### src/hw/mem_bus_pkg.sv
// Scalar bus types: word, address, byte enable, load type enum, request and response structs
package mem_bus_pkg;

    typedef logic [31:0] word_t;
    typedef logic [31:0] addr_t;
    typedef logic [3:0]  byte_en_t;

    // Stores reuse LB, LH and LW to give their size
    typedef enum logic [2:0] {
        LB,
        LH,
        LW,
        LBU,
        LHU
    } load_type_e;

    // Request from a requester to the load-store controller
    typedef struct packed {
        logic       dren;
        logic       dwen;
        addr_t      addr;
        word_t      store_data;
        load_type_e load_type;
    } mem_req_t;

    // RAM side, word addressed
    typedef struct packed {
        logic     ren;
        logic     wen;
        addr_t    word_addr;
        word_t    wdata;
        byte_en_t byte_en;
    } bus_req_t;

    typedef struct packed {
        logic  ready;
        word_t rdata;
    } bus_rsp_t;

endpackage

### src/hw/rv32v_types_pkg.sv
// Vector types: lane count, lane index, element width enum, vector request and write-back structs
package rv32v_types_pkg;

    localparam int NUM_LANES = 4;

    typedef logic [$clog2(NUM_LANES)-1:0] lane_idx_t;
    typedef logic [31:0] lane_data_t;

    typedef enum logic [1:0] {
        EEW8,
        EEW16,
        EEW32
    } eew_e;

    // Unit-stride vector memory request from execute
    typedef struct packed {
        logic                              vmemdren;
        logic                              vmemdwen;
        mem_bus_pkg::addr_t                addr;
        eew_e                              eew;
        logic [1:0]                        bank_offset;
        lane_data_t [NUM_LANES-1:0]        store_data;
    } vmem_req_t;

    // Write port of one vector register bank
    typedef struct packed {
        lane_data_t            vwdata;
        mem_bus_pkg::byte_en_t vbyte_wen;
    } vwb_t;

endpackage

### src/hw/rv32v_write_xbar.sv
// Write-back crossbar for one vector register bank
module rv32v_write_xbar #(
    parameter int BANK_NUM = 0
) (
    input  rv32v_types_pkg::lane_data_t [rv32v_types_pkg::NUM_LANES-1:0] lane_data,
    input  logic [rv32v_types_pkg::NUM_LANES-1:0]                        lane_wen,
    input  rv32v_types_pkg::eew_e                                        eew,
    input  logic [1:0]                                                   bank_offset,
    output mem_bus_pkg::word_t                                           vwdata,
    output mem_bus_pkg::byte_en_t                                        byte_wen
);

    logic [2:0]            esize;
    mem_bus_pkg::word_t    elem_mask;
    mem_bus_pkg::byte_en_t elem_be;
    logic [3:0]            pos [rv32v_types_pkg::NUM_LANES];

    always_comb begin
        case (eew)
            rv32v_types_pkg::EEW8: begin
                esize     = 3'd1;
                elem_mask = 32'h0000_00ff;
                elem_be   = 4'b0001;
            end
            rv32v_types_pkg::EEW16: begin
                esize     = 3'd2;
                elem_mask = 32'h0000_ffff;
                elem_be   = 4'b0011;
            end
            default: begin
                esize     = 3'd4;
                elem_mask = 32'hffff_ffff;
                elem_be   = 4'b1111;
            end
        endcase
    end

    // Byte position in the 16-byte row, wraps modulo 16
    always_comb begin
        vwdata   = '0;
        byte_wen = '0;
        for (int i = 0; i < rv32v_types_pkg::NUM_LANES; i++) begin
            pos[i] = 4'({bank_offset, 2'b00} + i * esize);
            // Elements are size aligned so none straddles two banks
            if (lane_wen[i] && pos[i][3:2] == 2'(BANK_NUM)) begin
                vwdata   = vwdata | ((lane_data[i] & elem_mask) << {pos[i][1:0], 3'b000});
                byte_wen = byte_wen | (elem_be << pos[i][1:0]);
            end
        end
    end

endmodule

### config.mk
export PLATFORM = sky130hd
export DESIGN_NAME = rv32v_write_xbar
export DESIGN_NICKNAME = d
export VERILOG_FILES = /design/src/hw/mem_bus_pkg.sv /design/src/hw/rv32v_types_pkg.sv /design/src/hw/rv32v_write_xbar.sv
export SDC_FILE = /design/constraint.sdc
export NUM_CORES = 1
export LEC_CHECK = 0
export CAP_MARGIN = 15
export CORE_MARGIN = 2
export CORE_UTILIZATION = 40
export DETAILED_ROUTE_END_ITERATION = 7
export DONT_BUFFER_PORTS = 1
export GPL_TIMING_DRIVEN = 0
export PLACE_DENSITY_LB_ADDON = 0.05
export SLEW_MARGIN = 20
export SYNTH_ARGS = -nofsm -noshare
export SYNTH_HDL_FRONTEND = slang
export SYNTH_SLANG_ARGS = --single-unit
### constraint.sdc
create_clock -name vclk -period 8.85
set_input_delay 1.3275 -clock vclk [all_inputs]
set_output_delay 1.3275 -clock vclk [all_outputs]
set_load 0.1 [all_outputs]
==> impl_metrics.csv <==
group,metric,value,unit
grt,antenna_found_initial,0,
grt,grt_pass1_vias,2424,
worst_setup_path,crit_chain,"buf_2 -> or2_2 -> clkbuf_1 -> ha_1 -> ha_1 -> nand2b_1 -> nor2_1 -> buf_2 -> buf_2 -> nor2_1 -> o22ai_2",
min_path,hp-class,"input pin to primary output",
min_path,hold_end,"vwdata[26]",
logic_synthesis,synth-seq-area-share,0,%
sta,fin_crit_sh,71.36,%
drt,wl_per_cell,28.66,µm
logic_synthesis,synth_cell_types,47,
sta,slew_headroom,25.68,%
sta,fin_crit,6.316,ns
floorplan,die_h,72.66,µm
drt,vias_per_cell,7.492,
drt,dr.pass1.iters,5,
worst_setup_path,cp.arrival,4.99,ns
floorplan,ios,172,
min_path,min_delay_path_depth,3,
drt,vias,2495,
sta,slew_viol_final,0,
place,routabilityCongestion,0.8979,
logic_synthesis,synth_warnings,0,
layout,final_common_cell,"nand2_1",
worst_setup_path,crit_slowest_cell,"o22ai_2",
power_and_ir_drop,powerDensity,129.0,nW/µm²
worst_setup_path,crit_family,"simple AND/OR/NAND/NOR gates",
grt,grt_pass1_wl,13660,µm
worst_setup_path,critPathLaunchType,"input pin",
sta,fin_tns_setup,0,ns
layout,clock_buffers,0,
drt,drc,0,
power_and_ir_drop,leakage,0.8295,nW
status,status,"completed",
worst_setup_path,crit_path_frequent_cell,"buf_2",
floorplan,die_w,72.66,µm
clocking,cts_hold_buf,0,
job,cap_violations,0,
sta,hold_viol,0,
power_and_ir_drop,power,0.0002905,W
layout,syn2layout_area_growth,19.44,%
sta,fmax,0.1583,GHz
layout,drive_gt1_share,16.37,%
grt,grt_start_max_net_pins,13,
layout,diodes,0,
grt,track_usage,33.78,%
worst_setup_path,max_stage_delay,0.84,ns
drt,final_antenna_net_count,0,
clocking,postCtsResizedCells,0,
place,port_buffers,0,
layout,finalNetCount,426,
worst_setup_path,worst-path-buf-inv,4,
sta,tightest_slew,1.117,ns
worst_setup_path,worstSetupPathType,"input pin to primary output",
grt,use_met1,45.97,%
grt,grt_busiest_layer,"met2",
floorplan,die-area,5279,µm²
floorplan,core_area,4444,µm²
layout,num-fill-cells,467,
worst_setup_path,crit_fanout,12,
drt,finalWirelength,9545,µm
logic_synthesis,syn_area,1886,µm²
floorplan,initial_core_util,42.43,%
power_and_ir_drop,peakVddDrop,0.05948,mV
layout,seq_cells,0,
floorplan,rows,24,
logic_synthesis,synth.net_count,406,
place,dp_hpwl,7592,µm
logic_synthesis,syn_inst,263,
drt,initialDrtViolationCount,276,
layout,mostFrequentLayoutCells,"nand2_1 (27), a22oi_1 (24), o211ai_1 (19)",
clocking,cts_setup_buffers,0,
worst_setup_path,worst_ep_required_time,7.52,ns
worst_setup_path,cp-end-kind,"primary output",
grt,use_met3,6.492,%
grt,grt_use_met2,57.37,%
min_path,worstHoldStart,"lane_data[26]",
layout,seq_area,0,µm²
sta,setup_viol,0,
logic_synthesis,syn_area_per_cell,7.169,µm²
grt,grt-ovfl-total,0,
sta,rsz0062_at_grt,"false",
==> final cells by class <==
type / instances / area, µm² / share of cell area, %
tap: 52 / 65.06 / 2.889
inverter: 3 / 11.26 / 0.5000
multi-input combinational: 226 / 1698 / 75.39
timing repair buffer: 18 / 295.3 / 13.11
buffer: 34 / 182.7 / 8.111
==> metrics by stage <==
stage | worst slack [ns] | util, % | hold slack (ns) | cell area, µm² | std cells
finish | 2.534 | 50.68 | 3.018 | 2252 | 333
global route | 2.378 | 50.68 | 3.035 | 2252 | 333
CTS | 2.602 | 50.68 | 3.020 | 2252 | 333
detailed placement | 2.612 | 50.68 | 3.018 | 2252 | 333
global placement | 1.951 | 43.89 | 3.123 | 1951 | 315
floorplan | 2.604 | - | 3.119 | 1886 | 263
==> synth_stat cells (all sizes together), types with 2 or more instances <==
cell,number,area share [%]
and3,3,1.0
ha,7,4.6
or2,2,0.66
clkinv,2,0.40
a22o,8,3.7
o2bb2ai,8,3.7
mux2i,8,4.2
a31oi,2,0.66
o21a,2,0.80
nor2,13,2.6
xnor2,2,0.93
nand2b,4,1.3
nor3,3,1.4
a22oi,24,9.6
nand2,27,5.4
a32oi,6,2.8
a21oi,10,2.7
clkbuf,16,3.2
a211o,9,4.2
and2,4,1.3
a221o,23,13
a32o,8,4.2
nand3,15,4.0
xor2,2,0.93
nor2b,3,1.0
buf,18,6.5
o211ai,19,7.6
==> layer usage <==
| metal | part of all wire, % | vias to the layer above | routed length [µm] |
|---|---|---|---|
| met5 | 0 | - | 0 |
| met4 | 1.2 | 0 | 117 |
| met3 | 13 | 14 | 1284 |
| met2 | 47 | 212 | 4463 |
| met1 | 39 | 1155 | 3679 |
| li1 | - | 1114 | - |
==> where the power goes <==
part	internal [W]	total [W]	switching, W
registers	0	0	0
clock network	0	0	0
logic	0.0000751	0.000290	0.000215
total	0.0000751	0.000290	0.000215
==> worst max-delay path by stage <==
stage,from,end,slack (ns),cells past startpoint
after CTS,eew[1],byte_wen[1],2.60,11
after detailed placement,eew[1],byte_wen[1],2.61,11
after global routing,eew[1],byte_wen[1],2.38,11
after floorplan,eew[1],byte_wen[1],2.60,11
final,eew[1],byte_wen[1],2.53,11
after global placement,eew[1],byte_wen[1],1.95,11
==> cell families after synthesis <==
logic type / count (synthesis) / synth area share (%)
and+or+nand+nor: 79 / 20.84
buffers and inverters: 37 / 10.29
muxes: 8 / 4.247
xor gates and xnor gates: 6 / 4.513
adders and majority gates: 7 / 4.645
AOI/OAI and AO/OA: 126 / 55.47
Note: power is estimated with default switching activity, not from simulation.
