File: config.mk
export PLATFORM = sky130hd
export DESIGN_NAME = load_store_controller
export DESIGN_NICKNAME = d
export VERILOG_FILES = /design/src/hw/mem_bus_pkg.sv /design/src/hw/load_store_controller.sv
export SDC_FILE = /design/constraint.sdc
export NUM_CORES = 1
export LEC_CHECK = 0
export BUFFER_PORTS_ARGS = -buffer_cell sky130_fd_sc_hd__clkbuf_2
export CAP_MARGIN = 0
export CORE_MARGIN = 10
export CORE_UTILIZATION = 38
export CTS_BUF_LIST = sky130_fd_sc_hd__clkbuf_8 sky130_fd_sc_hd__clkbuf_16
export CTS_CLUSTER_SIZE = 28
export DETAILED_ROUTE_END_ITERATION = 8
export GPL_TIMING_DRIVEN = 1
export PLACE_DENSITY = 0.77
export SETUP_SLACK_MARGIN = 0.2
export SYNTH_ARGS = -nofsm -noshare
export SYNTH_HDL_FRONTEND = slang
export SYNTH_SLANG_ARGS = --single-unit
File: constraint.sdc
create_clock -name CLK -period 7.95 [get_ports CLK]
set_input_delay 1.59 -clock CLK [delete_from_list [all_inputs] [get_ports CLK]]
set_output_delay 1.59 -clock CLK [all_outputs]
set_load 0.01 [all_outputs]
File: src/hw/mem_bus_pkg.sv
// Scalar bus types: word, address, byte enable, load type enum, request and response structs
package mem_bus_pkg;

    typedef logic [31:0] word_t;
    typedef logic [31:0] addr_t;
    typedef logic [3:0]  byte_en_t;

    // Stores reuse LB, LH and LW to give their size
    typedef enum logic [2:0] {
        LB,
        LH,
        LW,
        LBU,
        LHU
    } load_type_e;

    // Request from a requester to the load-store controller
    typedef struct packed {
        logic       dren;
        logic       dwen;
        addr_t      addr;
        word_t      store_data;
        load_type_e load_type;
    } mem_req_t;

    // RAM side, word addressed
    typedef struct packed {
        logic     ren;
        logic     wen;
        addr_t    word_addr;
        word_t    wdata;
        byte_en_t byte_en;
    } bus_req_t;

    typedef struct packed {
        logic  ready;
        word_t rdata;
    } bus_rsp_t;

endpackage

File: src/hw/load_store_controller.sv
// Load-store controller: alignment check, bus drive with byte enables, load extension
module load_store_controller (
    input  logic                  CLK,
    input  logic                  rst_n,
    input  mem_bus_pkg::mem_req_t req,
    input  mem_bus_pkg::bus_rsp_t bus_rsp,
    output mem_bus_pkg::bus_req_t bus_req,
    output logic                  lsc_ready,
    output logic                  mal_addr,
    output mem_bus_pkg::word_t    dload_ext
);

    typedef enum logic [1:0] {
        IDLE,
        ACCESS,
        DONE
    } state_e;

    state_e                  state_q;
    logic                    start;
    logic                    misaligned;
    logic                    ren_q;
    logic                    wen_q;
    mem_bus_pkg::addr_t      addr_q;
    mem_bus_pkg::word_t      wdata_q;
    mem_bus_pkg::byte_en_t   be;
    mem_bus_pkg::byte_en_t   be_q;
    mem_bus_pkg::load_type_e type_q;
    logic [1:0]              off_q;
    mem_bus_pkg::word_t      load_shift;

    assign start = req.dren | req.dwen;

    // Alignment and byte lanes from access size
    always_comb begin
        case (req.load_type)
            mem_bus_pkg::LH, mem_bus_pkg::LHU: begin
                misaligned = req.addr[0];
                be         = 4'b0011 << req.addr[1:0];
            end
            mem_bus_pkg::LW: begin
                misaligned = (req.addr[1:0] != 2'b00);
                be         = 4'b1111;
            end
            default: begin
                misaligned = 1'b0;
                be         = 4'b0001 << req.addr[1:0];
            end
        endcase
    end

    always_ff @(posedge CLK) begin
        if (!rst_n) begin
            state_q <= IDLE;
            ren_q   <= 1'b0;
            wen_q   <= 1'b0;
        end else begin
            case (state_q)
                IDLE: begin
                    if (start && misaligned) begin
                        state_q <= DONE;
                    end else if (start) begin
                        state_q <= ACCESS;
                        ren_q   <= req.dren;
                        wen_q   <= req.dwen;
                    end
                end
                ACCESS: begin
                    if (bus_rsp.ready) begin
                        state_q <= IDLE;
                        ren_q   <= 1'b0;
                        wen_q   <= 1'b0;
                    end
                end
                default: state_q <= IDLE;
            endcase
        end
    end

    always_ff @(posedge CLK) begin
        if (state_q == IDLE && start) begin
            addr_q  <= {2'b00, req.addr[31:2]};
            wdata_q <= req.store_data << {req.addr[1:0], 3'b000};
            be_q    <= be;
            type_q  <= req.load_type;
            off_q   <= req.addr[1:0];
        end
    end

    assign bus_req.ren       = ren_q;
    assign bus_req.wen       = wen_q;
    assign bus_req.word_addr = addr_q;
    assign bus_req.wdata     = wdata_q;
    assign bus_req.byte_en   = be_q;

    // Misaligned accesses finish in DONE without touching the bus
    assign lsc_ready = (state_q == ACCESS && bus_rsp.ready) || (state_q == DONE);
    assign mal_addr  = (state_q == DONE);

    assign load_shift = bus_rsp.rdata >> {off_q, 3'b000};

    always_comb begin
        case (type_q)
            mem_bus_pkg::LB:  dload_ext = {{24{load_shift[7]}}, load_shift[7:0]};
            mem_bus_pkg::LBU: dload_ext = {24'b0, load_shift[7:0]};
            mem_bus_pkg::LH:  dload_ext = {{16{load_shift[15]}}, load_shift[15:0]};
            mem_bus_pkg::LHU: dload_ext = {16'b0, load_shift[15:0]};
            default:          dload_ext = load_shift;
        endcase
    end

endmodule

==> metrics <==
status completed; Crit. End Element output pin; initial antenna violation count 0; vias ~3,200; setup ws final between 3 and 4 ns; CTS buffer count 9; Tcrit/Tclk final roughly three fifths; first-pass GRT wire length 17,400 microns; CTS H-tree lvls 3; number of diodes 0; GRT Total Usage 15.3%; synth warn 0; Post-synth EDFFs 71; flop-to-flop setup slack 6.25 ns; Max VDD drop 0.117 mV; Hold Buf Count CTS 0; Final #Nets 609; multiplexer share of the synthesized area 9.59%; fill count 835; post-place setup slack ~3.3 ns; worst clock skew 0.0110 ns; Commonest cells post-synth 71 x edfxtp_1, 33 x mux2i_1, 26 x a21oi_1; routed len/inst between 15 and 20 microns; WP data arrival 3.11 ns; latest clock arrival within the worst-skew pair 0.34 ns; row count 35; Sum Neg Setup Slack 0 ns; placer congestion estimate ~0.91; Final min period 4.70 ns; Yosys reg bits 75; largest family of logic cells by synthesized area compound AO/OA/AOI/OAI gates; main area contributors after synthesis edfxtp_1 58%, mux2i_1 9.0%, a21oi_1 3.5%; Crit path required time 6.36 ns; Synth Area in XOR/XNOR 0.238%; Max Fclk roughly 210 MHz; Worst Tran Pin Value 1.06 ns; simple-gate share of the synthesized area 12.9%; vias per cell 4.97; CTS tree built; final core utilization 53.5%; Pwr per Cell Area 216 mW/mm^2; leak pwr 0.00231 uW; Synth top area share ~58%; vias in the first global route about 3,100; largest area contributor in the netlist edfxtp_1; Post-Route WL 11,400 microns; Post-CTS Resized 0; Root Driver clkbuf_8; CORE AREA 0.00933 sq mm; Final Max Tran Viols 0; clock tree buffer depth 2; DRC viols 0; Synth Area in Compound Gates 13.3%; Initial Util 39.5%; Final Hold Fails 0; share of cells above drive strength 1 45.1%; Die ar. around 0.014 sq mm; Iter 0 DRT Violations 237; Crit Path Class in -> out; number of nets with antenna violations after routing 0; Final Setup Violations 0; IO Count 208; Setup Fix Bufs, Post-CTS 0; Post-Syn Area per Cell 11.9 sq um; Max-slew headroom 29.3%; RSZ-0062 raised after global routing false; synthesized cell area ~0.0037 sq mm; drt pass-1 iters 4; Min-Delay Path Class reg -> reg; Overflow after GRT 0; Synth Flop Type edfxtp_1; P&R area growth vs syn 35.7%; largest net degree at the start of global routing 72; synth unique cells 38; DPL Wire Length 9110 microns; die height 118 microns; synthesized instance count a little over 300; register area share after synthesis 60.1%; Clock transition at path regs roughly 0.08 ns; Adder-Cell Fraction of Synth Area 0%; port buffer count 205; MaxCap Viol Count 0; clock sink count 75; top-count cell post-synth edfxtp_1; CP startpoint kind input pin; Die Wd 118 microns; Max FO, Critical Path 16; FFs w/ async S/R, synth 0%
[stage by stage]
stage	cell area, sq um	cells	hold WS, ns	total power (uW)
6_report	4990	639	0.543	1080
5_1_grt	4990	639	0.579	1130
4_1_cts	4990	639	0.545	1090
3_5_place_dp	4760	623	0.533	760
3_3_place_gp	4760	623	0.510	754
2_1_floorplan	3680	311	0.490	648
[kinds of logic after synthesis]
| family | Yosys count |
|---|---|
| AND/OR/NAND/NOR | 92 |
| XOR/XNOR | 1 |
| other | 1 |
| flip-flops | 75 |
| multiplexers | 34 |
| AO/OA/AOI/OAI | 80 |
| buffers and inverters | 27 |
[flip-flops by register name, indices dropped and copies added (netlist names)]
| name | cells |
|---|---|
| state_q | 2 |
| wen_q | 1 |
| wdata_q | 32 |
| type_q | 3 |
| ren_q | 1 |
| addr_q | 30 |
| be_q | 4 |
| off_q | 2 |
[area by class of cell]
class,instances,area [sq um],area share [%]
Clock buffer,9,124,2.48
Clock inverter,7,106,2.13
Inverter,3,11.3,0.225
Multi-Input combinational cell,209,1340,26.8
Sequential cell,75,2210,44.3
Tap cell,129,161,3.23
Timing Repair Buffer,207,1040,20.8
[report_power, final]
part	switching, uW	leakage (uW)	internal, uW
combinational	146	0.00146	96.1
sequential	18.4	0.000742	488
clock	148	0.000116	182
total	312	0.00231	766
[cells in the final DEF (no fill, tap or decap), types with 2 or more instances in the layout]
cell / n
bufinv_16: 2
clkinv_4: 2
edfxtp_1: 71
nor2b_1: 20
nor2_1: 21
o22ai_1: 2
nor4bb_1: 3
o21ai_0: 25
o21ai_2: 2
and2_1: 8
nor3_1: 2
nand2_1: 25
conb_1: 2
nand3_1: 2
dfxtp_1: 4
nor3b_1: 3
mux2i_1: 33
a311o_1: 2
a31oi_1: 3
a21oi_1: 26
clkbuf_2: 205
clkbuf_8: 9
buf_4: 2
inv_6: 2
a211oi_1: 15
inv_1: 3
and3_1: 2
[worst max-delay path, cell delays in order]
cell,delay (ns)
clkbuf_2,0.11
mux4_2,0.53
nand2_4,0.12
a21boi_4,0.41
o21ai_0,0.18
clkbuf_2,0.17
[per-layer routing]
| metal | GRT usage, % | up-vias | wire, microns |
|---|---|---|---|
| li1 | - | 1542 | - |
| met4 | 5.34 | 0 | 142 |
| met2 | 28.1 | 134 | 6140 |
| met3 | 4.05 | 6 | 785 |
| met5 | 0 | - | 0 |
| met1 | 16.7 | 1497 | 4350 |
[final timing paths]
path,startpoint,end,depth (start not counted)
setup / recovery,bus_rsp[31],dload_ext[23],6
hold reg to reg,ren_q,ren_q,1
hold / removal,ren_q,ren_q,1
setup reg to reg,state_q[1],wdata_q[18],2
Note: power is estimated with default switching activity, not from simulation.
