--- src/hw/mem_bus_pkg.sv ---
// Scalar bus types: word, address, byte enable, load type enum, request and response structs
package mem_bus_pkg;

    typedef logic [31:0] word_t;
    typedef logic [31:0] addr_t;
    typedef logic [3:0]  byte_en_t;

    // Stores reuse LB, LH and LW to give their size
    typedef enum logic [2:0] {
        LB,
        LH,
        LW,
        LBU,
        LHU
    } load_type_e;

    // Request from a requester to the load-store controller
    typedef struct packed {
        logic       dren;
        logic       dwen;
        addr_t      addr;
        word_t      store_data;
        load_type_e load_type;
    } mem_req_t;

    // RAM side, word addressed
    typedef struct packed {
        logic     ren;
        logic     wen;
        addr_t    word_addr;
        word_t    wdata;
        byte_en_t byte_en;
    } bus_req_t;

    typedef struct packed {
        logic  ready;
        word_t rdata;
    } bus_rsp_t;

endpackage

--- src/hw/mem_arbiter.sv ---
// Scalar and vector arbiter in front of the load-store controller
module mem_arbiter (
    input  logic                  CLK,
    input  logic                  rst_n,
    input  mem_bus_pkg::mem_req_t scalar_req,
    input  mem_bus_pkg::mem_req_t vector_req,
    input  logic                  suppress,
    input  logic                  lsc_ready,
    output mem_bus_pkg::mem_req_t lsc_req,
    output logic                  scalar_ready,
    output logic                  vector_ready,
    output logic                  busy
);

    typedef enum logic [1:0] {
        NONE,
        SCALAR,
        VECTOR
    } grant_e;

    grant_e grant_q;
    grant_e owner;
    logic   scalar_valid;
    logic   vector_valid;
    logic   issued_q;
    logic   done;

    assign scalar_valid = scalar_req.dren | scalar_req.dwen;
    assign vector_valid = vector_req.dren | vector_req.dwen;
    assign busy         = scalar_valid | vector_valid;

    // Vector wins unless a scalar access already owns the controller
    always_comb begin
        owner = grant_q;
        if (grant_q == NONE) begin
            if (vector_valid)
                owner = VECTOR;
            else if (scalar_valid)
                owner = SCALAR;
        end
    end

    always_comb begin
        lsc_req      = (owner == VECTOR) ? vector_req : scalar_req;
        lsc_req.dren = lsc_req.dren & ~suppress;
        lsc_req.dwen = lsc_req.dwen & ~suppress;
    end

    // A suppressed access that never reached the controller completes here
    assign done = lsc_ready | (suppress & ~issued_q & (owner != NONE));

    assign scalar_ready = done & (owner == SCALAR);
    assign vector_ready = done & (owner == VECTOR);

    always_ff @(posedge CLK) begin
        if (!rst_n) begin
            grant_q  <= NONE;
            issued_q <= 1'b0;
        end else if (done) begin
            grant_q  <= NONE;
            issued_q <= 1'b0;
        end else begin
            grant_q <= owner;
            if (lsc_req.dren | lsc_req.dwen)
                issued_q <= 1'b1;
        end
    end

endmodule

--- config.mk ---
export PLATFORM = sky130hd
export DESIGN_NAME = mem_arbiter
export DESIGN_NICKNAME = d
export VERILOG_FILES = /design/src/hw/mem_bus_pkg.sv /design/src/hw/mem_arbiter.sv
export SDC_FILE = /design/constraint.sdc
export NUM_CORES = 1
export LEC_CHECK = 0
export BUFFER_PORTS_ARGS = -buffer_cell sky130_fd_sc_hd__buf_2
export CAP_MARGIN = 20
export CORE_AREA = 2 2 82 84
export CTS_CLUSTER_SIZE = 12
export DETAILED_ROUTE_END_ITERATION = 8
export DIE_AREA = 0 0 84 86
export GPL_TIMING_DRIVEN = 0
export SLEW_MARGIN = 0
export SYNTH_ARGS = -nofsm -noshare
export SYNTH_HDL_FRONTEND = slang
export SYNTH_SLANG_ARGS = --single-unit
--- constraint.sdc ---
create_clock -name CLK -period 1.65 [get_ports CLK]
set_input_delay 0.2475 -clock CLK [delete_from_list [all_inputs] [get_ports CLK]]
set_output_delay 0.2475 -clock CLK [all_outputs]
set_load 0.005 [all_outputs]
==> flow_metrics.py, run 1 <==
metrics = {
    "route": {
        "drc": 0,
        "routed_wl_um": 5158,
        "wl_per_cell_um": 12.55,
        "vias_per_cell": 4.268,
        "vias": 1754,
        "drtAntennaViolNets": 0,
        "drtIter0Drc": 12,
        "dr.pass1.iters": 4,
    },
    "synth": {
        "synth_cells": 103,
        "synth_warnings": 0,
        "avgSynthCellArea_um2": 11.31,
        "ys_async_sr_fraction_pct": 0,
        "syn_area_mm2": 0.001165,
        "synth_edf_count": 0,
        "synth-main-ff-cell": "dfxtp_1",
        "yosysSeqAreaShare_pct": 5.156,
        "synth_cell_types": 22,
        "syn-num-nets": 245,
        "synth-seq-cells": 3,
    },
    "hold_path": {
        "worstHoldPathType": "input port to flip-flop",
    },
    "clocking": {
        "clockRootBuffer": "clkbuf_8",
        "clk_pin_slew_ps": 30,
        "clk_latency_ps": 210,
        "clock_sinks": 3,
        "cts_tree": "yes",
        "cts_made_buffers": 3,
        "h-tree-depth": 1,
        "cts_buffer_depth": 2,
        "holdBufCountCts": 0,
    },
    "sta": {
        "max_clock_freq_mhz": 552.7,
        "setup_ws_ps": -159.2,
        "min_period_ps": 1809,
        "fin_skew_ps": 2.351,
        "final_hold_viol_count": 0,
        "relSlewSlack_pct": 78.19,
        "slew_violations": 0,
        "grt_setup_unrepaired": "true",
        "final.setup.tns_ps": -5885,
        "setup_viol": 67,
        "tightest_slew_ps": 324.2,
        "fin_crit_sh_pct": 109.6,
    },
    "worst_setup_path": {
        "arrival_ps": 1560,
        "path_class": "flip-flop to output port",
        "cp-end-kind": "output port",
        "crit_required_ps": 1400,
        "start_kind": "flip-flop",
        "critPathMaxFanout": 6,
    },
    "placed_design": {
        "gp_congestion": 0.8059,
        "place_hpwl_um": 4448,
        "placed_area_mm2": 0.002327,
        "io_buffers": 213,
        "dp.cells": 393,
    },
    "layout": {
        "nets": 476,
        "filler_cell_count": 605,
        "stdcell_count": 411,
        "multi_input_area_mm2": 0.001055,
        "utilization_pct": 44.19,
        "area_growth_pct": 138.1,
        "drive_gt1_share_pct": 94.29,
        "ff_latch_area_um2": 67.56,
        "final_area_mm2": 0.002774,
    },
    "floorplan": {
        "die_width_um": 84,
        "dieArea_mm2": 0.007224,
        "io_pins": 214,
        "core_mm2": 0.006277,
        "start_util_pct": 18.56,
        "rows": 29,
        "die_h_um": 86,
    },
    "pwr": {
        "powerDensity_mw_per_mm2": 391.7,
        "switching_share_pct": 27.74,
        "p_int_mw": 0.7852,
        "p_sw_mw": 0.3014,
        "ir_drop_v": 0.0006388,
        "seqPwrFrac_pct": 7.1,
        "p_comb_share_pct": 73.7,
        "p_leak_nw": 1.574,
        "clkPwrFrac_pct": 19.2,
    },
    "global_routing": {
        "track_usage_pct": 12.12,
        "grt_antenna_before_repair": 1,
        "first_global_vias": 1635,
        "grt.overflow.total": 0,
        "grt_max_degree": 11,
        "grt_pass1_wl_um": 7307,
    },
    "outcome": {
        "outcome": "complete, but fails checks",
        "violations": "setup timing",
    },
    "job": {
        "maxCapViolations": 0,
    },
}
stage by stage:
step / setup WS (ps) / hold WS, ps / power, mW
2_1_floorplan: 135.0 / 378.7 / 0.4011
3_3_place_gp: -251.1 / 494.9 / 0.7256
3_5_place_dp: -240.9 / 510.8 / 0.7298
4_1_cts: -217.5 / 284.9 / 1.080
5_1_grt: -228.0 / 296.0 / 1.159
6_report: -159.2 / 284.4 / 1.087
area by class of cell:
cell class,instances,area share (%)
Inverter,1,0.1353
Antenna cell,1,0.09021
Clock buffer,4,1.624
Sequential cell,3,2.436
Buffer,7,4.150
Timing Repair Buffer,227,50.07
Tap cell,77,3.473
Multi-Input combinational cell,91,38.02
kinds of logic after synthesis:
group,synth area share (%)
AOI/OAI and AO/OA,4.941
and+or+nand+nor,7.951
muxes,76.15
DFF,5.156
buffers and inverters,5.799
layout by cell type (no fill, tap or decap), drive strengths merged, types with 2 or more instances in the layout:
cell type  netlist  layout
nor2             3       3
or3b             2       2
nor3             5       5
buf              7     234
a21oi            4       4
mux2i            2       2
clkbuf           1       4
dfxtp            3       3
mux2            67      67
flip-flops by register name (all words and copies together) (netlist names):
signal and count:
grant_q 2, issued_q 1
worst paths after layout:
kind	endpoint	from	slack, ps	cells after the start
worst min-delay path	issued_q	rst_n	280	2
worst max register to register	issued_q	grant_q[0]	300	5
worst min register to register	issued_q	issued_q	510	1
worst max-delay path	lsc_req[5]	grant_q[1]	-160	7
power by group through the flow:
stage,combinational (mW),sequential (mW),clock (mW)
detailed placement,0.650,0.0798,0
CTS,0.787,0.0788,0.214
finish,0.801,0.0770,0.209
floorplan,0.322,0.0789,0
global route,0.859,0.0773,0.224
global placement,0.646,0.0795,0
synth_stat cells (all sizes together), types with 2 or more instances:
master / n / area, um2
a21oi: 4 / 20.02
or3b: 2 / 17.52
nor3: 5 / 36.29
buf: 7 / 60.05
mux2i: 2 / 20.02
nor2: 3 / 13.77
dfxtp: 3 / 60.06
mux2: 67 / 867.1
repair_timing:
action | in CTS | in global routing
pin swaps | 2 | 4
buffers inserted | 7 | 4
gates resized for setup | 43 | 8
endpoints found under the setup margin | 67 | 69
gates cloned | 3 | 0
metal layers:
metal  GRT usage (%)  vias to the layer above  wire length (um)  part of all wire (%)
li1                -                      856                 -                     -
met3           3.272                        4               562                    11
met5               0                        -                 0                     0
met2           24.80                      122              2801                    54
met1           12.60                      772              1767                    34
met4           1.320                        0                27                  0.52
critical path, stage by stage, from the launching register on:
cell and delay (ps):
dfxtp_4 350, nor3_4 40, nor2_4 150, buf_8 170
buf_6 110, buf_6 90, mux2_2 310, buf_2 120
Power figures use the tool's default switching activity.
==> run 2: changes to the inputs <==
--- a/config.mk
+++ b/config.mk
@@ -12,6 +12,7 @@
 export DETAILED_ROUTE_END_ITERATION = 8
 export DIE_AREA = 0 0 84 86
 export GPL_TIMING_DRIVEN = 0
+export PLACE_DENSITY = 0.57
 export SLEW_MARGIN = 0
 export SYNTH_ARGS = -nofsm -noshare
 export SYNTH_HDL_FRONTEND = slang
==> flow_metrics.py, run 2 (synthesis gave the netlist of run 1 again) <==
metrics = {
    "clocking": {
        "cts_tree": "yes",
        "clock_sinks": 3,
        "clk_pin_slew_ps": 30,
        "cts_made_buffers": 3,
        "h-tree-depth": 1,
        "clk_latency_ps": 220,
        "cts_buffer_depth": 2,
        "clockRootBuffer": "clkbuf_8",
    },
    "route": {
        "drtIter0Drc": 8,
        "vias_per_cell": 4.257,
        "vias": 1737,
        "drtAntennaViolNets": 0,
        "routed_wl_um": 5453,
        "drc": 0,
        "dr.pass1.iters": 4,
        "wl_per_cell_um": 13.37,
    },
    "worst_setup_path": {
        "crit_chain": "nor3_4 -> nor2_4 -> buf_12 -> buf_12 -> mux2_4 -> buf_6",
        "slowest_delay_ps": 350,
        "cp_slowest_cell": "dfxtp_4",
        "critPathMaxFanout": 10,
        "path_class": "flip-flop to output port",
        "cp-end-kind": "output port",
        "crit_top_cell": "buf_12",
        "start_kind": "flip-flop",
        "arrival_ps": 1540,
        "crit_required_ps": 1400,
    },
    "layout": {
        "stdcell_count": 408,
        "largest_register": "grant_q",
        "filler_cell_count": 599,
        "drive_gt1_share_pct": 94.26,
        "area_growth_pct": 146.8,
        "antennaDiodeCount": 0,
        "largestRegisters": "grant_q x2, issued_q x1",
        "multi_input_area_mm2": 0.001109,
        "utilization_pct": 45.80,
        "final_area_mm2": 0.002875,
        "mostFrequentLayoutCells": "buf_2 (171), buf_6 (46), mux2_4 (45), mux2_2 (22), buf_4 (10)",
        "largest_register_ffs": 2,
        "nets": 474,
        "final_common_cell": "buf_2",
        "ff_latch_area_um2": 67.56,
    },
    "sta": {
        "min_period_ps": 1785,
        "max_clock_freq_mhz": 560.2,
        "setup_viol": 65,
        "slew_violations": 0,
        "fin_crit_sh_pct": 108.2,
        "tightest_slew_ps": 353.7,
        "relSlewSlack_pct": 76.20,
        "fin_skew_ps": 0.6003,
        "setup_ws_ps": -135.0,
        "grt_setup_unrepaired": "true",
        "final_hold_viol_count": 0,
    },
    "pwr": {
        "ir_drop_v": 0.0004914,
        "p_comb_share_pct": 74.7,
        "p_int_mw": 0.8283,
        "clkPwrFrac_pct": 18.7,
        "switching_share_pct": 28.25,
        "p_total_mw": 1.154,
        "p_sw_mw": 0.3260,
        "powerDensity_mw_per_mm2": 401.5,
        "seqPwrFrac_pct": 6.6,
        "p_leak_nw": 1.654,
    },
    "placed_design": {
        "dp.cells": 393,
        "io_buffers": 213,
        "gp_congestion": 0.6838,
        "place_hpwl_um": 4437,
        "dp_slack_ps": -219.7,
        "placed_area_mm2": 0.002327,
    },
    "floorplan": {
        "dieArea_mm2": 0.007224,
        "io_pins": 214,
        "rows": 29,
        "die_width_um": 84,
        "core_mm2": 0.006277,
        "die_h_um": 86,
        "start_util_pct": 18.56,
    },
    "outcome": {
        "outcome": "complete, but fails checks",
        "violations": "setup timing",
    },
    "job": {
        "maxCapViolations": 0,
    },
    "hold_path": {
        "worstHoldPathType": "input port to flip-flop",
    },
    "global_routing": {
        "grt.overflow.total": 0,
        "grt_max_degree": 11,
        "track_usage_pct": 12.88,
        "first_global_vias": 1757,
        "grt_antenna_before_repair": 0,
        "grt_pass1_wl_um": 7838,
    },
}
run 2: cell count changes in the layout (fill, tap and decap cells not counted), moves of 2 or more:
| cell | delta |
|---|---|
| buf_8 | -5 |
| mux2_2 | -15 |
| mux2_4 | +15 |
| buf_2 | -20 |
| buf_4 | +2 |
| buf_16 | -3 |
| buf_6 | +22 |
run 2: critical path, delay by kind of cell, from the launching register on:
family / cells / cell delay, ps
buffers and inverters: 3 / 430
flip-flops: 1 / 350
multiplexers: 1 / 310
AND/OR/NAND/NOR: 2 / 230
run 2: per-layer routing:
metal / vias up / GRT usage, % / share of wire, %
met3: 0 / 2.887 / 9.1
met2: 118 / 26.98 / 57
met5: - / 0 / 0
met1: 770 / 13.30 / 34
met4: 0 / 1.320 / 0
li1: 849 / - / -
run 2: area by class of cell:
cell class / count / share of cell area (%)
timing repair buffer: 225 / 50.35
buffer: 7 / 3.699
multi-input combinational: 91 / 38.56
inverter: 1 / 0.1305
clock buffer: 4 / 1.567
sequential: 3 / 2.350
tap: 77 / 3.351
run 2: timing repair:
item                                    in CTS  in global routing
pin swaps                                    2                  4
buffers inserted                             5                  5
gates resized for setup                     71                 11
gates cloned                                 2                  1
endpoints found under the setup margin      67                 69
hold buffers                                 0                  0
run 2: power groups by stage:
stage          logic (mW)  registers (mW)  clock network, mW
2_1_floorplan       0.322          0.0789                  0
3_3_place_gp        0.649          0.0793                  0
3_5_place_dp        0.657          0.0796                  0
4_1_cts             0.836          0.0788              0.226
5_1_grt             0.923          0.0768              0.230
6_report            0.863          0.0765              0.215
run 2: final timing paths:
kind	from	to	slack, ps	depth (start not counted)
min	rst_n	issued_q	280	2
max	grant_q[1]	lsc_req[54]	-130	6
max reg2reg	grant_q[1]	issued_q	270	5
min reg2reg	issued_q	issued_q	510	1
run 2: through the flow:
stage	TNS (ps)	hold WS (ps)
CTS	-11250	277.1
global placement	-10860	500.3
detailed placement	-10360	509.0
finish	-6594	281.9
floorplan	0	378.7
global route	-11030	292.6
