File: src/hw/mem_bus_pkg.sv
// Scalar bus types: word, address, byte enable, load type enum, request and response structs
package mem_bus_pkg;

    typedef logic [31:0] word_t;
    typedef logic [31:0] addr_t;
    typedef logic [3:0]  byte_en_t;

    // Stores reuse LB, LH and LW to give their size
    typedef enum logic [2:0] {
        LB,
        LH,
        LW,
        LBU,
        LHU
    } load_type_e;

    // Request from a requester to the load-store controller
    typedef struct packed {
        logic       dren;
        logic       dwen;
        addr_t      addr;
        word_t      store_data;
        load_type_e load_type;
    } mem_req_t;

    // RAM side, word addressed
    typedef struct packed {
        logic     ren;
        logic     wen;
        addr_t    word_addr;
        word_t    wdata;
        byte_en_t byte_en;
    } bus_req_t;

    typedef struct packed {
        logic  ready;
        word_t rdata;
    } bus_rsp_t;

endpackage

File: src/hw/rv32v_types_pkg.sv
// Vector types: lane count, lane index, element width enum, vector request and write-back structs
package rv32v_types_pkg;

    localparam int NUM_LANES = 4;

    typedef logic [$clog2(NUM_LANES)-1:0] lane_idx_t;
    typedef logic [31:0] lane_data_t;

    typedef enum logic [1:0] {
        EEW8,
        EEW16,
        EEW32
    } eew_e;

    // Unit-stride vector memory request from execute
    typedef struct packed {
        logic                              vmemdren;
        logic                              vmemdwen;
        mem_bus_pkg::addr_t                addr;
        eew_e                              eew;
        logic [1:0]                        bank_offset;
        lane_data_t [NUM_LANES-1:0]        store_data;
    } vmem_req_t;

    // Write port of one vector register bank
    typedef struct packed {
        lane_data_t            vwdata;
        mem_bus_pkg::byte_en_t vbyte_wen;
    } vwb_t;

endpackage

File: src/hw/rv32v_mem_serializer.sv
// Vector memory serializer: one scalar-sized access per lane, lanes in order
module rv32v_mem_serializer (
    input  logic                        CLK,
    input  logic                        rst_n,
    input  rv32v_types_pkg::vmem_req_t  vec_req,
    input  logic                        lane_ready,
    output mem_bus_pkg::mem_req_t       lane_req,
    output rv32v_types_pkg::lane_idx_t  curr_lane,
    output logic                        lane_done,
    output logic                        vec_done
);

    typedef enum logic [1:0] {
        IDLE,
        ISSUE,
        LAST
    } state_e;

    state_e                     state_q;
    rv32v_types_pkg::lane_idx_t lane_q;
    logic [2:0]                 esize;
    mem_bus_pkg::load_type_e    ltype;

    // Element size in bytes and access type
    always_comb begin
        case (vec_req.eew)
            rv32v_types_pkg::EEW8: begin
                esize = 3'd1;
                ltype = mem_bus_pkg::LB;
            end
            rv32v_types_pkg::EEW16: begin
                esize = 3'd2;
                ltype = mem_bus_pkg::LH;
            end
            default: begin
                esize = 3'd4;
                ltype = mem_bus_pkg::LW;
            end
        endcase
    end

    // Lane 0 goes out straight from idle
    assign lane_req.dren       = vec_req.vmemdren;
    assign lane_req.dwen       = vec_req.vmemdwen;
    assign lane_req.addr       = vec_req.addr +
                                 mem_bus_pkg::addr_t'(lane_q) * mem_bus_pkg::addr_t'(esize);
    assign lane_req.store_data = vec_req.store_data[lane_q];
    assign lane_req.load_type  = ltype;

    assign curr_lane = lane_q;
    assign lane_done = lane_ready & vec_req.vmemdren;
    assign vec_done  = lane_ready & (state_q == LAST);

    always_ff @(posedge CLK) begin
        if (!rst_n) begin
            state_q <= IDLE;
            lane_q  <= '0;
        end else if (lane_ready) begin
            case (state_q)
                IDLE: begin
                    lane_q  <= lane_q + 1'b1;
                    state_q <= ISSUE;
                end
                ISSUE: begin
                    lane_q <= lane_q + 1'b1;
                    // Next lane is the final one
                    if (lane_q == rv32v_types_pkg::lane_idx_t'(rv32v_types_pkg::NUM_LANES - 2))
                        state_q <= LAST;
                end
                default: begin
                    lane_q  <= '0;
                    state_q <= IDLE;
                end
            endcase
        end
    end

endmodule

File: config.mk
export PLATFORM = sky130hd
export DESIGN_NAME = rv32v_mem_serializer
export DESIGN_NICKNAME = d
export VERILOG_FILES = /design/src/hw/mem_bus_pkg.sv /design/src/hw/rv32v_types_pkg.sv /design/src/hw/rv32v_mem_serializer.sv
export SDC_FILE = /design/constraint.sdc
export NUM_CORES = 1
export LEC_CHECK = 0
export BUFFER_PORTS_ARGS = -buffer_cell sky130_fd_sc_hd__clkbuf_2
export CORE_AREA = 2 2 95 97
export CTS_CLUSTER_SIZE = 14
export DETAILED_ROUTE_END_ITERATION = 12
export DIE_AREA = 0 0 97 99
export SYNTH_ARGS = -nofsm -noshare
export SYNTH_HDL_FRONTEND = slang
export SYNTH_SLANG_ARGS = --single-unit
File: constraint.sdc
create_clock -name CLK -period 5.2 [get_ports CLK]
set_input_delay 0.52 -clock CLK [delete_from_list [all_inputs] [get_ports CLK]]
set_output_delay 0.52 -clock CLK [all_outputs]
set_load 0.03 [all_outputs]
==> results.rst, run 1 <==
.. list-table::
   :header-rows: 1

   * - Metric
     - Value
   * - Number of enable flip-flop cells after synthesis
     - 0
   * - Xor/xnor share of the synthesized area
     - 14.5%
   * - Ratio of total power to cell area
     - between 100 and 150 nW/um2
   * - Syn nets
     - 348
   * - # hold bufs at CTS
     - 0
   * - Part of the cycle the worst path needs
     - 77.8%
   * - Buffers inserted by post-CTS timing repair
     - 0
   * - Sink Count
     - 4
   * - Cells after synthesis
     - about 170
   * - Cell taking the most area after synthesis
     - mux4_2
   * - Post-detail-place hpwl
     - 7.90 mm
   * - Worst-Skew Late Latency
     - 220 ps
   * - IO Pins
     - 242
   * - FF+latch count, synth
     - 4
   * - Path category of the worst min-delay check
     - reg -> reg
   * - Number of H-tree levels
     - 1
   * - Residual overflow from global routing
     - 0
   * - Syn avg cell area
     - 10.4 um2
   * - Global-route usage over all layers
     - 17.1%
   * - Dominant combinational cell family by area after synthesis
     - multiplexers
   * - Vias per cell
     - roughly 4.7
   * - Post-synthesis async set-or-reset flop share
     - 0%
   * - Fraction of post-synthesis cell area in the top cell type by area
     - 41.1%
   * - Iteration count of the initial detailed-routing pass
     - 4
   * - Least-Margin Pin Slew
     - approximately 970 ps
   * - Clock Tree Buf Depth
     - 2
   * - Final setup viols
     - 0
   * - Number of buffers added on ports
     - roughly 240
   * - Warning count from the yosys run
     - 0
   * - Result of the run
     - completed
   * - Mux contribution to synthesized area
     - 41.6%
   * - Endpoint kind of the worst setup timing path
     - output pin
   * - Standard-cell row count
     - 34
   * - Routed length per placed instance
     - 16.9 um
   * - Leading post-synthesis cells by instance count
     - mux4_2 (32), xnor2_1 (23), nand4_1 (14)
   * - Post-layout power
     - between 400 and 500 uW
   * - Final hold viol count
     - 0
   * - Distinct cells, synth
     - 34
   * - Violation count after the first detailed-routing iteration
     - 58
   * - Number of CTS-inserted buffers
     - 3
   * - Worst reg-to-reg setup slack
     - 3600 ps
   * - Worst vdd ir
     - between 0.00004 and 0.00005 V
   * - Routed wire length
     - 8.57 mm
   * - Area of the die
     - around 9600 um2
   * - Crit path time final
     - 4040 ps
   * - Global-route wire length before repair
     - 13.1 mm
   * - Main flop type after synthesis
     - dfxtp_1
   * - CP arrival
     - 3520 ps
   * - Max Transition Viols Final
     - 0
   * - Simple-Gate Fraction of Synth Area
     - between 20% and 30%
   * - Setup repair after global routing missed its margin
     - no
   * - Slew HR
     - 35.5%
   * - Max-capacitance violation count
     - 0
   * - Fill count
     - slightly above 900
   * - FF/Latch Area
     - 82.6 um2
   * - Post-synthesis sequential area ratio
     - under 10%
   * - Cell with the most instances after synthesis
     - mux4_2
   * - Initial Utilization
     - 20.5%
   * - Placeable Area
     - roughly 8600 um2
   * - DRC violations left
     - 0
   * - Area of combinational cells with multiple inputs
     - between 1500 and 2000 um2
   * - Ranking of synthesized cells by area
     - mux4_2 (41%), xnor2_1 (11%), ha_1 (5.0%)
   * - CTS-repair resized insts
     - 0
   * - Total negative slack for setup checks
     - 0 ps
   * - Net count of the finished layout
     - ~580
   * - CP Class
     - reg -> out
   * - Lkg Pwr
     - 0.00157 uW
   * - Compound-Gate Fraction of Synth Area
     - about 5.2%
   * - Fmax
     - 247 MHz
   * - Initial antenna violation count
     - 5
   * - Critical path data required time
     - about 4700 ps
   * - Clock-pin slew of the registers on the worst-case setup and hold paths
     - 30 ps
   * - Via total after detailed routing
     - 2400
   * - Highest net fanout along the worst path
     - 20
   * - Post-synthesis adder-cell area fraction
     - roughly 8.4%
   * - Final weighted congestion of routability-driven global placement
     - around 0.83
   * - Clock root cell
     - clkbuf_8
   * - Number of global-route vias before repair
     - 2466
   * - Clock tree from TritonCTS
     - done
   * - Maximum number of pins on one net before global-route repair
     - 21
   * - Final worst clock skew
     - 0.195 ps
   * - Post-Syn Area
     - ~1800 um2
   * - Routed Antenna Nets
     - 0
   * - Fraction of final layout cells with drive strength greater than 1
     - between 70 and 80%
   * - Area delta synth->final
     - 74.6%
   * - DIE HEIGHT
     - between 90 and 100 um
   * - Die boundary width
     - 97 um
   * - Critical Path Start Type
     - register
per-stage QoR:
stage / util (%) / setup WS [ps] / hold slack [ps] / instance area [um2] / instances
global placement: 35.3 / 1200 / 489 / 3020 / 500
detailed placement: 35.3 / 1190 / 526 / 3020 / 500
floorplan: - / 1300 / 472 / 1760 / 169
finish: 35.9 / 1160 / 521 / 3070 / 506
CTS: 35.8 / 1070 / 529 / 3060 / 503
global route: 35.8 / 669 / 560 / 3060 / 503
path summary, 6_finish.rpt:
path	end	depth (start not counted)	startpoint
max reg2reg	curr_lane[1]	4	curr_lane[0]
min reg2reg	state_q[1]	2	state_q[1]
max	lane_req[64]	10	curr_lane[0]
min	state_q[1]	2	state_q[1]
cell usage in the layout (no fill, tap or decap), drive strengths merged, types with 2 or more instances in the layout:
master	Yosys	layout
diode	0	3
fa	3	3
and3	9	9
xor2	6	6
nor3	5	5
nand4	15	15
nor2	4	4
nand3	5	5
inv	5	5
clkbuf	8	239
nor2b	2	2
mux4	32	32
nand2b	2	2
and2	6	6
buf	7	2
a21oi	3	3
nand2	11	11
ha	7	7
dfxtp	4	4
xnor2	23	23
report_power, final:
part	total, uW	internal, uW	switching [uW]
Clock	67.0	49.5	17.6
Combinational	330	140	190
Sequential	42.5	32.9	9.55
layout make-up:
class / instances / share of cell area, %
multi-input combinational: 145 / 51.7
inverter: 5 / 0.612
clock buffer: 3 / 1.35
antenna: 3 / 0.245
tap: 108 / 4.41
timing repair buffer: 238 / 39.0
sequential: 4 / 2.69
per-layer routing:
layer  part of all wire [%]  GRT usage (%)  vias to the layer above
met4                    2.1           4.88                        4
met5                   0.32              0                        -
li1                       -              -                     1118
met1                     36           19.3                     1108
met2                     49           29.9                      155
met3                     13           6.95                       15
sequential cells by signal (all words and copies together), names as in the netlist:
signal,count
curr_lane,2
state_q,2
cells by family (layout without fill, tap and decap cells):
kind of cell,after synthesis,count (layout)
adder cells (fa/ha/maj),10,10
XOR/XNOR,29,29
AO/OA/AOI/OAI,11,11
AND/OR/NAND/NOR,61,61
multiplexers,33,33
flip-flops,4,4
buffers and inverters,20,246
other,1,4
worst max-delay path, stage by stage, from the launching register on:
cell and delay (ps):
dfxtp_2 720, inv_1 220, nor3_1 230, ha_1 180, ha_1 250, fa_1 260, nand3_1 150, a2111oi_4 650
nand4_1 200, xnor2_1 190, clkbuf_2 230
(Power assumes the default switching activity.)
==> inputs of run 2 (changes only) <==
Settings changed: CORE_AREA 2 2 95 97 to 2 2 94 96, DIE_AREA 0 0 97 99 to 0 0 96 98.
Clock period 5.2 ns to 3.35 ns, I/O delays scaled along.
==> run 2 against run 1 <==
Against the previous run:
- die area fell by 2.0%
- critical path depth is 2 higher
- hold slack got worse by 150 ps
- critical endpoint unchanged
- largest cell class unchanged
==> results.rst, run 2 (synthesis results as in run 1) <==
.. list-table::
   :header-rows: 1

   * - Metric
     - Value
   * - Destination of the worst hold path
     - state_q[0]
   * - Global-route usage over all layers
     - 15.5% (-1.5 points)
   * - Max-capacitance violation count
     - 0 (unchanged)
   * - Slew HR
     - 62.5% (+27 points)
   * - Crit path time final
     - between 3000 and 4000 ps
   * - Clock Tree Buf Depth
     - 2 (unchanged)
   * - CP Class
     - in -> out
   * - Lkg Pwr
     - 0.00173 uW (+11%)
   * - Result of the run
     - completed
   * - Path category of the worst min-delay check
     - in -> reg
   * - Switching Fraction
     - 48.5% (-1.0 points)
   * - Part of the cycle the worst path needs
     - 95.6%
   * - Post-detail-place hpwl
     - 7.36 mm (-6.7%)
   * - Placeable Area
     - 8470 um2 (-1.0%)
   * - Cells traversed along the worst timing path
     - clkbuf_2, nor2b_2, and2_1, fa_1, ha_4, fa_2, nand3_2, a2111oi_4, buf_4, nand4_1, xnor2_2, buf_2
   * - Setup repair after global routing missed its margin
     - yes
   * - Area delta synth->final
     - 90.6%
   * - Endpoint kind of the worst setup timing path
     - output pin
   * - Number of CTS-inserted buffers
     - 3 (unchanged)
   * - Reg power frac
     - 7.8% (-1.9 points)
   * - Final hold viol count
     - 0 (unchanged)
   * - Peak-usage layer in the global routing report
     - met2
   * - Placed cell area
     - 3260 um2 (+8.1%)
   * - Routed Antenna Nets
     - 0 (unchanged)
   * - Fill count
     - 907 (-1.2%)
   * - Ratio of total power to cell area
     - 210 nW/um2 (+46%)
   * - Critical path data required time
     - 3010 ps (-1670 ps)
   * - Highest net fanout along the worst path
     - 5 (-75%)
   * - Count of inserted antenna diode cells
     - 0 (-3)
   * - Worst vdd ir
     - 0.0000731 V (+52%)
   * - Global-route wire length before repair
     - 11.6 mm (-11%)
   * - Iteration count of the initial detailed-routing pass
     - 4 (unchanged)
   * - Post-layout power
     - 702 uW (+60%)
   * - Routed length per placed instance
     - 15.7 um (-7.3%)
   * - Clock tree from TritonCTS
     - done
   * - Number of H-tree levels
     - 1 (unchanged)
   * - Routed wire length
     - 7.99 mm (-6.8%)
   * - CP arrival
     - 2870 ps (-650 ps)
   * - Maximum number of pins on one net before global-route repair
     - 18 (-14%)
   * - Top Family by Delay on Critical Path
     - adder cells
   * - Clock network fraction of total power
     - 14.1% (-1.2 points)
   * - DRC violations left
     - 0 (unchanged)
   * - Reg2reg start
     - curr_lane[0]
   * - Terminus of the critical flop-to-flop path
     - curr_lane[1]
   * - Global-route met3 utilization
     - 4.40% (-2.6 points)
   * - Least-Margin Pin Slew
     - 559 ps (-406 ps)
   * - IO Pins
     - 242 (unchanged)
   * - Violation count after the first detailed-routing iteration
     - 29 (-50%)
   * - Switching Power
     - 340 uW (+57%)
   * - Cell count after placement
     - 506 (+1.2%)
   * - Fraction of power consumed by combinational cells
     - 78.1% (+3.0 points)
   * - Clock root cell
     - clkbuf_8
   * - Fraction of final layout cells with drive strength greater than 1
     - 78.3% (+7.9 points)
   * - Number of buffers added on ports
     - 236 (unchanged)
   * - Slowest-stage cell, CP
     - fa_1
   * - Sink Count
     - 4 (unchanged)
   * - Slowest stage delay, CP
     - 520 ps (-200 ps)
   * - Final weighted congestion of routability-driven global placement
     - 0.766 (-7.6%)
   * - Worst reg-to-reg setup slack
     - 2280 ps (-1320 ps)
   * - Fin cells
     - 509 (+0.59%)
   * - Max Transition Viols Final
     - 0 (unchanged)
   * - Standard-cell row count
     - 34 (unchanged)
   * - Area of the die
     - 9410 um2 (-2.0%)
   * - Initial antenna violation count
     - 0 (-5)
   * - Most common cell after layout, fill and taps aside
     - clkbuf_2
   * - Via total after detailed routing
     - 2387 (-0.54%)
   * - Residual overflow from global routing
     - 0 (unchanged)
   * - Net count of the finished layout
     - 582 (+1.0%)
   * - Clock-pin slew of the registers on the worst-case setup and hold paths
     - 30 ps (about the same)
   * - Total negative slack for setup checks
     - 0 ps (unchanged)
   * - Vias per cell
     - 4.69 (-1.1%)
   * - Critical Path Start Type
     - primary input
   * - Final design area excluding fillers
     - 3350 um2 (+9.1%)
   * - Hold_sp
     - rst_n
   * - Fmax
     - 312 MHz
   * - Worst-Skew Late Latency
     - 210 ps (about the same)
   * - Initial Utilization
     - 20.7% (+0.21 points)
   * - # hold bufs at CTS
     - 0 (unchanged)
   * - Worst reg-to-reg path cell count
     - 4 (unchanged)
   * - Count of buffer and inverter cells on the critical path
     - 3 (+1)
   * - Number of global-route vias before repair
     - 2423 (-1.7%)
   * - Buffers inserted by post-CTS timing repair
     - 0 (unchanged)
   * - Worst hold-check slack
     - 374 ps (-148 ps)
   * - Internal Dissipation
     - 361 uW (+63%)
   * - Met1 Usage GRT
     - 17.1% (-2.2 points)
   * - Hold Crit Depth
     - 2 (unchanged)
   * - Most frequent cells in the layout
     - clkbuf_2 (230), mux4_2 (32), xnor2_2 (16)
   * - Final worst clock skew
     - 0.688 ps (+0.494 ps)
   * - Met2 track utilization from global routing
     - 28.6% (-1.3 points)
   * - Die boundary width
     - 96 um (-1.0%)
   * - Final setup viols
     - 0 (unchanged)
   * - DIE HEIGHT
     - 98 um (-1.0%)
==> run 2: what timing repair did <==
item | 4_1_cts | 5_1_grt
setup endpoints to repair | 13 | 13
hold endpoints to repair | 0 | 0
gates resized for setup | 1 | 18
pin swaps | 0 | 4
gates cloned | 0 | 0
==> run 2: power by group through the flow <==
stage	Combinational [uW]	Clock (uW)	Sequential (uW)
after floorplan	339	0	56.9
after global placement	542	0	55.2
after detailed placement	547	0	55.3
after CTS	550	102	54.7
after global routing	589	105	55.3
final	548	98.8	54.7
==> run 2: per-stage QoR <==
step / worst slack (ps) / utilization [%]
2_1_floorplan: 11.6 / -
3_3_place_gp: -306 / 38.5
3_5_place_dp: -342 / 38.5
4_1_cts: 10.5 / 39.1
5_1_grt: -4.15 / 39.5
6_report: 146 / 39.5
==> run 2: final cells by class <==
type / instances / area (um2) / area share, %
Clock buffer: 3 / 41.3 / 1.23
Inverter: 5 / 18.8 / 0.561
Multi-Input combinational cell: 145 / 1810 / 54.2
Sequential cell: 4 / 82.6 / 2.47
Tap cell: 108 / 135 / 4.04
Timing Repair Buffer: 244 / 1260 / 37.5
==> run 2: worst max path at each step <==
stage / slack, ps / to / start / depth (start not counted)
floorplan: 10 / lane_req[62] / curr_lane[0] / 10
global placement: -310 / lane_req[57] / vec_req[130] / 11
detailed placement: -340 / lane_req[57] / vec_req[130] / 11
CTS: 10 / lane_req[56] / curr_lane[1] / 11
global route: -4 / lane_req[56] / vec_req[130] / 12
finish: 150 / lane_req[64] / vec_req[130] / 12
==> run 2: per-layer routing <==
| layer | share of wire (%) | vias up |
|---|---|---|
| li1 | - | 1125 |
| met1 | 35 | 1109 |
| met2 | 51 | 141 |
| met3 | 11 | 12 |
| met4 | 1.9 | 0 |
| met5 | 0 | - |
==> inputs of run 3 (changes only) <==
Settings changed: CELL_PAD_IN_SITES_DETAIL_PLACEMENT set to 0, CELL_PAD_IN_SITES_GLOBAL_PLACEMENT set to 2, CORE_AREA 2 2 94 96 to unset, CORE_MARGIN set to 1.5, CORE_UTILIZATION set to 13, DIE_AREA 0 0 96 98 to unset, PLACE_DENSITY_LB_ADDON set to 0.1.
==> run 3 against run 2 <==
Against the previous run:
- wire length grew 32%
- critical path depth is the same
- first-iteration DRC count grew 90%
- clock skew shrank 0.64 ps
- utilization shrank 13 points
- design area grew 2.9%
- global-route usage shrank 1.5 points
- count of clock-buffer cells in the layout is the same
- clock power grew 88%
- critical path type unchanged
- largest power group unchanged
- highest routed layer unchanged
==> results.rst, run 3 (synthesis results as in run 1) <==
.. list-table::
   :header-rows: 1

   * - Metric
     - Value
   * - Result of the run
     - completed
   * - DRC violations left
     - 0 (unchanged)
   * - Global-route usage over all layers
     - 14.1% (-1.5 points)
   * - Die boundary width
     - 119 um (+24%)
   * - DIE HEIGHT
     - 119 um (+22%)
   * - Initial Utilization
     - 13.3% (-7.4 points)
   * - Met1 wire length
     - 3.69 mm (+30%)
   * - Post-route worst setup slack
     - 128 ps (-18.2 ps)
   * - Vias per cell
     - 4.09 (-13%)
   * - Routed length per placed instance
     - 18.2 um (+16%)
   * - Slowest-stage cell, CP
     - fa_1
   * - Ratio of total power to cell area
     - 229 nW/um2 (+9.1%)
   * - Number of H-tree levels
     - 1 (unchanged)
   * - Slowest stage delay, CP
     - 490 ps (-30 ps)
   * - FF/Latch Area
     - 82.6 um2 (unchanged)
   * - Count of buffer and inverter cells on the critical path
     - 3 (unchanged)
   * - Post-placement setup slack
     - -55.7 ps (+287 ps)
   * - IO Pins
     - 242 (unchanged)
   * - Max Transition Viols Final
     - 0 (unchanged)
   * - Sink Count
     - 4 (unchanged)
   * - CP Class
     - in -> out
   * - Fmax
     - 310 MHz (-0.56%)
   * - Max-capacitance violation count
     - 0 (unchanged)
   * - Slew HR
     - 58.6% (-4.0 points)
   * - Final weighted congestion of routability-driven global placement
     - 0.819 (+6.9%)
   * - Critical Path Start Type
     - primary input
   * - Global-route wire length before repair
     - 14.9 mm (+28%)
   * - Endpoint kind of the worst setup timing path
     - output pin
   * - Number of CTS-inserted buffers
     - 3 (unchanged)
   * - Least-Margin Pin Slew
     - 622 ps (+62.4 ps)
   * - Post-detail-place hpwl
     - 9.69 mm (+32%)
   * - Violation count after the first detailed-routing iteration
     - 55 (+90%)
   * - Critical path data required time
     - 3010 ps (about the same)
   * - Part of the cycle the worst path needs
     - 96.2% (+0.54 points)
   * - Number of global-route vias before repair
     - 2382 (-1.7%)
   * - Cells traversed along the worst timing path
     - clkbuf_2, nor2b_2, and2_1, fa_1, ha_2, fa_2, nand3_2, a2111oi_4, buf_6, nand4_1, xnor2_4, clkbuf_8
   * - Setup repair after global routing missed its margin
     - no
   * - Lkg Pwr
     - 0.00174 uW (+0.25%)
   * - Final hold viol count
     - 0 (unchanged)
   * - Top Family by Delay on Critical Path
     - adder cells
   * - Iteration count of the initial detailed-routing pass
     - 4 (unchanged)
   * - Routed wire length
     - 10.5 mm (+32%)
   * - Worst reg-to-reg setup slack
     - 1970 ps (-310 ps)
   * - Via total after detailed routing
     - 2365 (-0.92%)
   * - Final worst clock skew
     - 0.0470 ps (-0.641 ps)
   * - Total met3 wirelength after detailed routing
     - 762 um (-17%)
   * - Highest net fanout along the worst path
     - 6 (+1)
   * - Area of the die
     - 14200 um2 (+51%)
   * - Initial antenna violation count
     - 3 (+3)
   * - Maximum number of pins on one net before global-route repair
     - 35 (+17)
   * - Routed Antenna Nets
     - 0 (unchanged)
   * - Worst-Skew Late Latency
     - 220 ps (about the same)
   * - CP arrival
     - 2890 ps (+20 ps)
   * - Fill count
     - 1461 (+61%)
   * - Number of buffers added on ports
     - 236 (unchanged)
   * - Met2 wirelength from detailed routing
     - 5.81 mm (+42%)
   * - Standard-cell row count
     - 42 (+24%)
   * - Post-layout power
     - 788 uW (+12%)
   * - Worst hold-check slack
     - 376 ps (+2.23 ps)
   * - Residual overflow from global routing
     - 0 (unchanged)
   * - Worst vdd ir
     - 0.000149 V (+100%)
   * - Area of combinational cells with multiple inputs
     - 1780 um2 (-1.5%)
   * - Clock-pin slew of the registers on the worst-case setup and hold paths
     - 30 ps (about the same)
   * - Net count of the finished layout
     - 580 (-0.34%)
   * - Area delta synth->final
     - 96.1%
   * - Clock Tree Buf Depth
     - 2 (unchanged)
   * - Final setup viols
     - 0 (unchanged)
   * - Path category of the worst min-delay check
     - in -> reg
   * - Clock root cell
     - clkbuf_16
   * - Placeable Area
     - 13200 um2 (+56%)
   * - Highest metal layer used by the detailed router
     - met4
   * - Most common cell after layout, fill and taps aside
     - clkbuf_2
   * - Most frequent cells in the layout
     - clkbuf_2 (234), mux4_2 (32), xnor2_2 (16)
   * - Clock tree from TritonCTS
     - done
   * - Crit path time final
     - 3220 ps (+18.2 ps)
   * - Fraction of final layout cells with drive strength greater than 1
     - 77.2% (-1.1 points)
## run 3: cell count changes in the layout (fill, tap and decap cells not counted), moves of 2 or more
cell	before	now
clkbuf_2	230	234
buf_2	3	0
buf_4	8	5
clkbuf_16	0	3
diode_2	0	3
clkbuf_8	3	1
## run 3: area by class of cell
class	instances	area share [%]
Antenna cell	3	0.218
Timing Repair Buffer	242	36.4
Multi-Input combinational cell	145	51.8
Sequential cell	4	2.40
Clock buffer	3	2.18
Tap cell	176	6.40
Inverter	5	0.545
## run 3: metal layers
metal | vias up | track usage, %
met5 | - | 0
met4 | 0 | 4.07
met3 | 12 | 3.02
met2 | 125 | 27.6
met1 | 1107 | 14.9
li1 | 1121 | -
## run 3: through the flow
step / TNS, ps / instance area (um2) / utilization [%] / std cells
after floorplan: 0 / 1970 / - / 169
after global placement: -20.7 / 3320 / 25.2 / 571
after detailed placement: -55.7 / 3320 / 25.2 / 571
after CTS: 0 / 3430 / 26.0 / 575
after global routing: 0 / 3440 / 26.1 / 577
final: 0 / 3440 / 26.1 / 578
## run 3: what timing repair did
action                     4_1_cts  5_1_grt
hold buffers                     0        0
pin swaps                        0        2
hold endpoints to repair         0        0
resized for setup                3        3
setup endpoints to repair        1        5
setup buffers                    1        0
## run 3: final timing paths
kind                start      endpoint  cells past startpoint
min                 rst_n    state_q[0]                      2
max reg2reg  curr_lane[1]  curr_lane[1]                      4
min reg2reg    state_q[1]    state_q[1]                      2
max          vec_req[130]  lane_req[62]                     12
## run 3: where the power goes
group	internal [uW]	leakage, uW	switching (uW)	total (uW)
registers	51.1	0.0000336	2.48	53.6
logic	229	0.00166	320	549
clock network	152	0.0000370	33.3	186
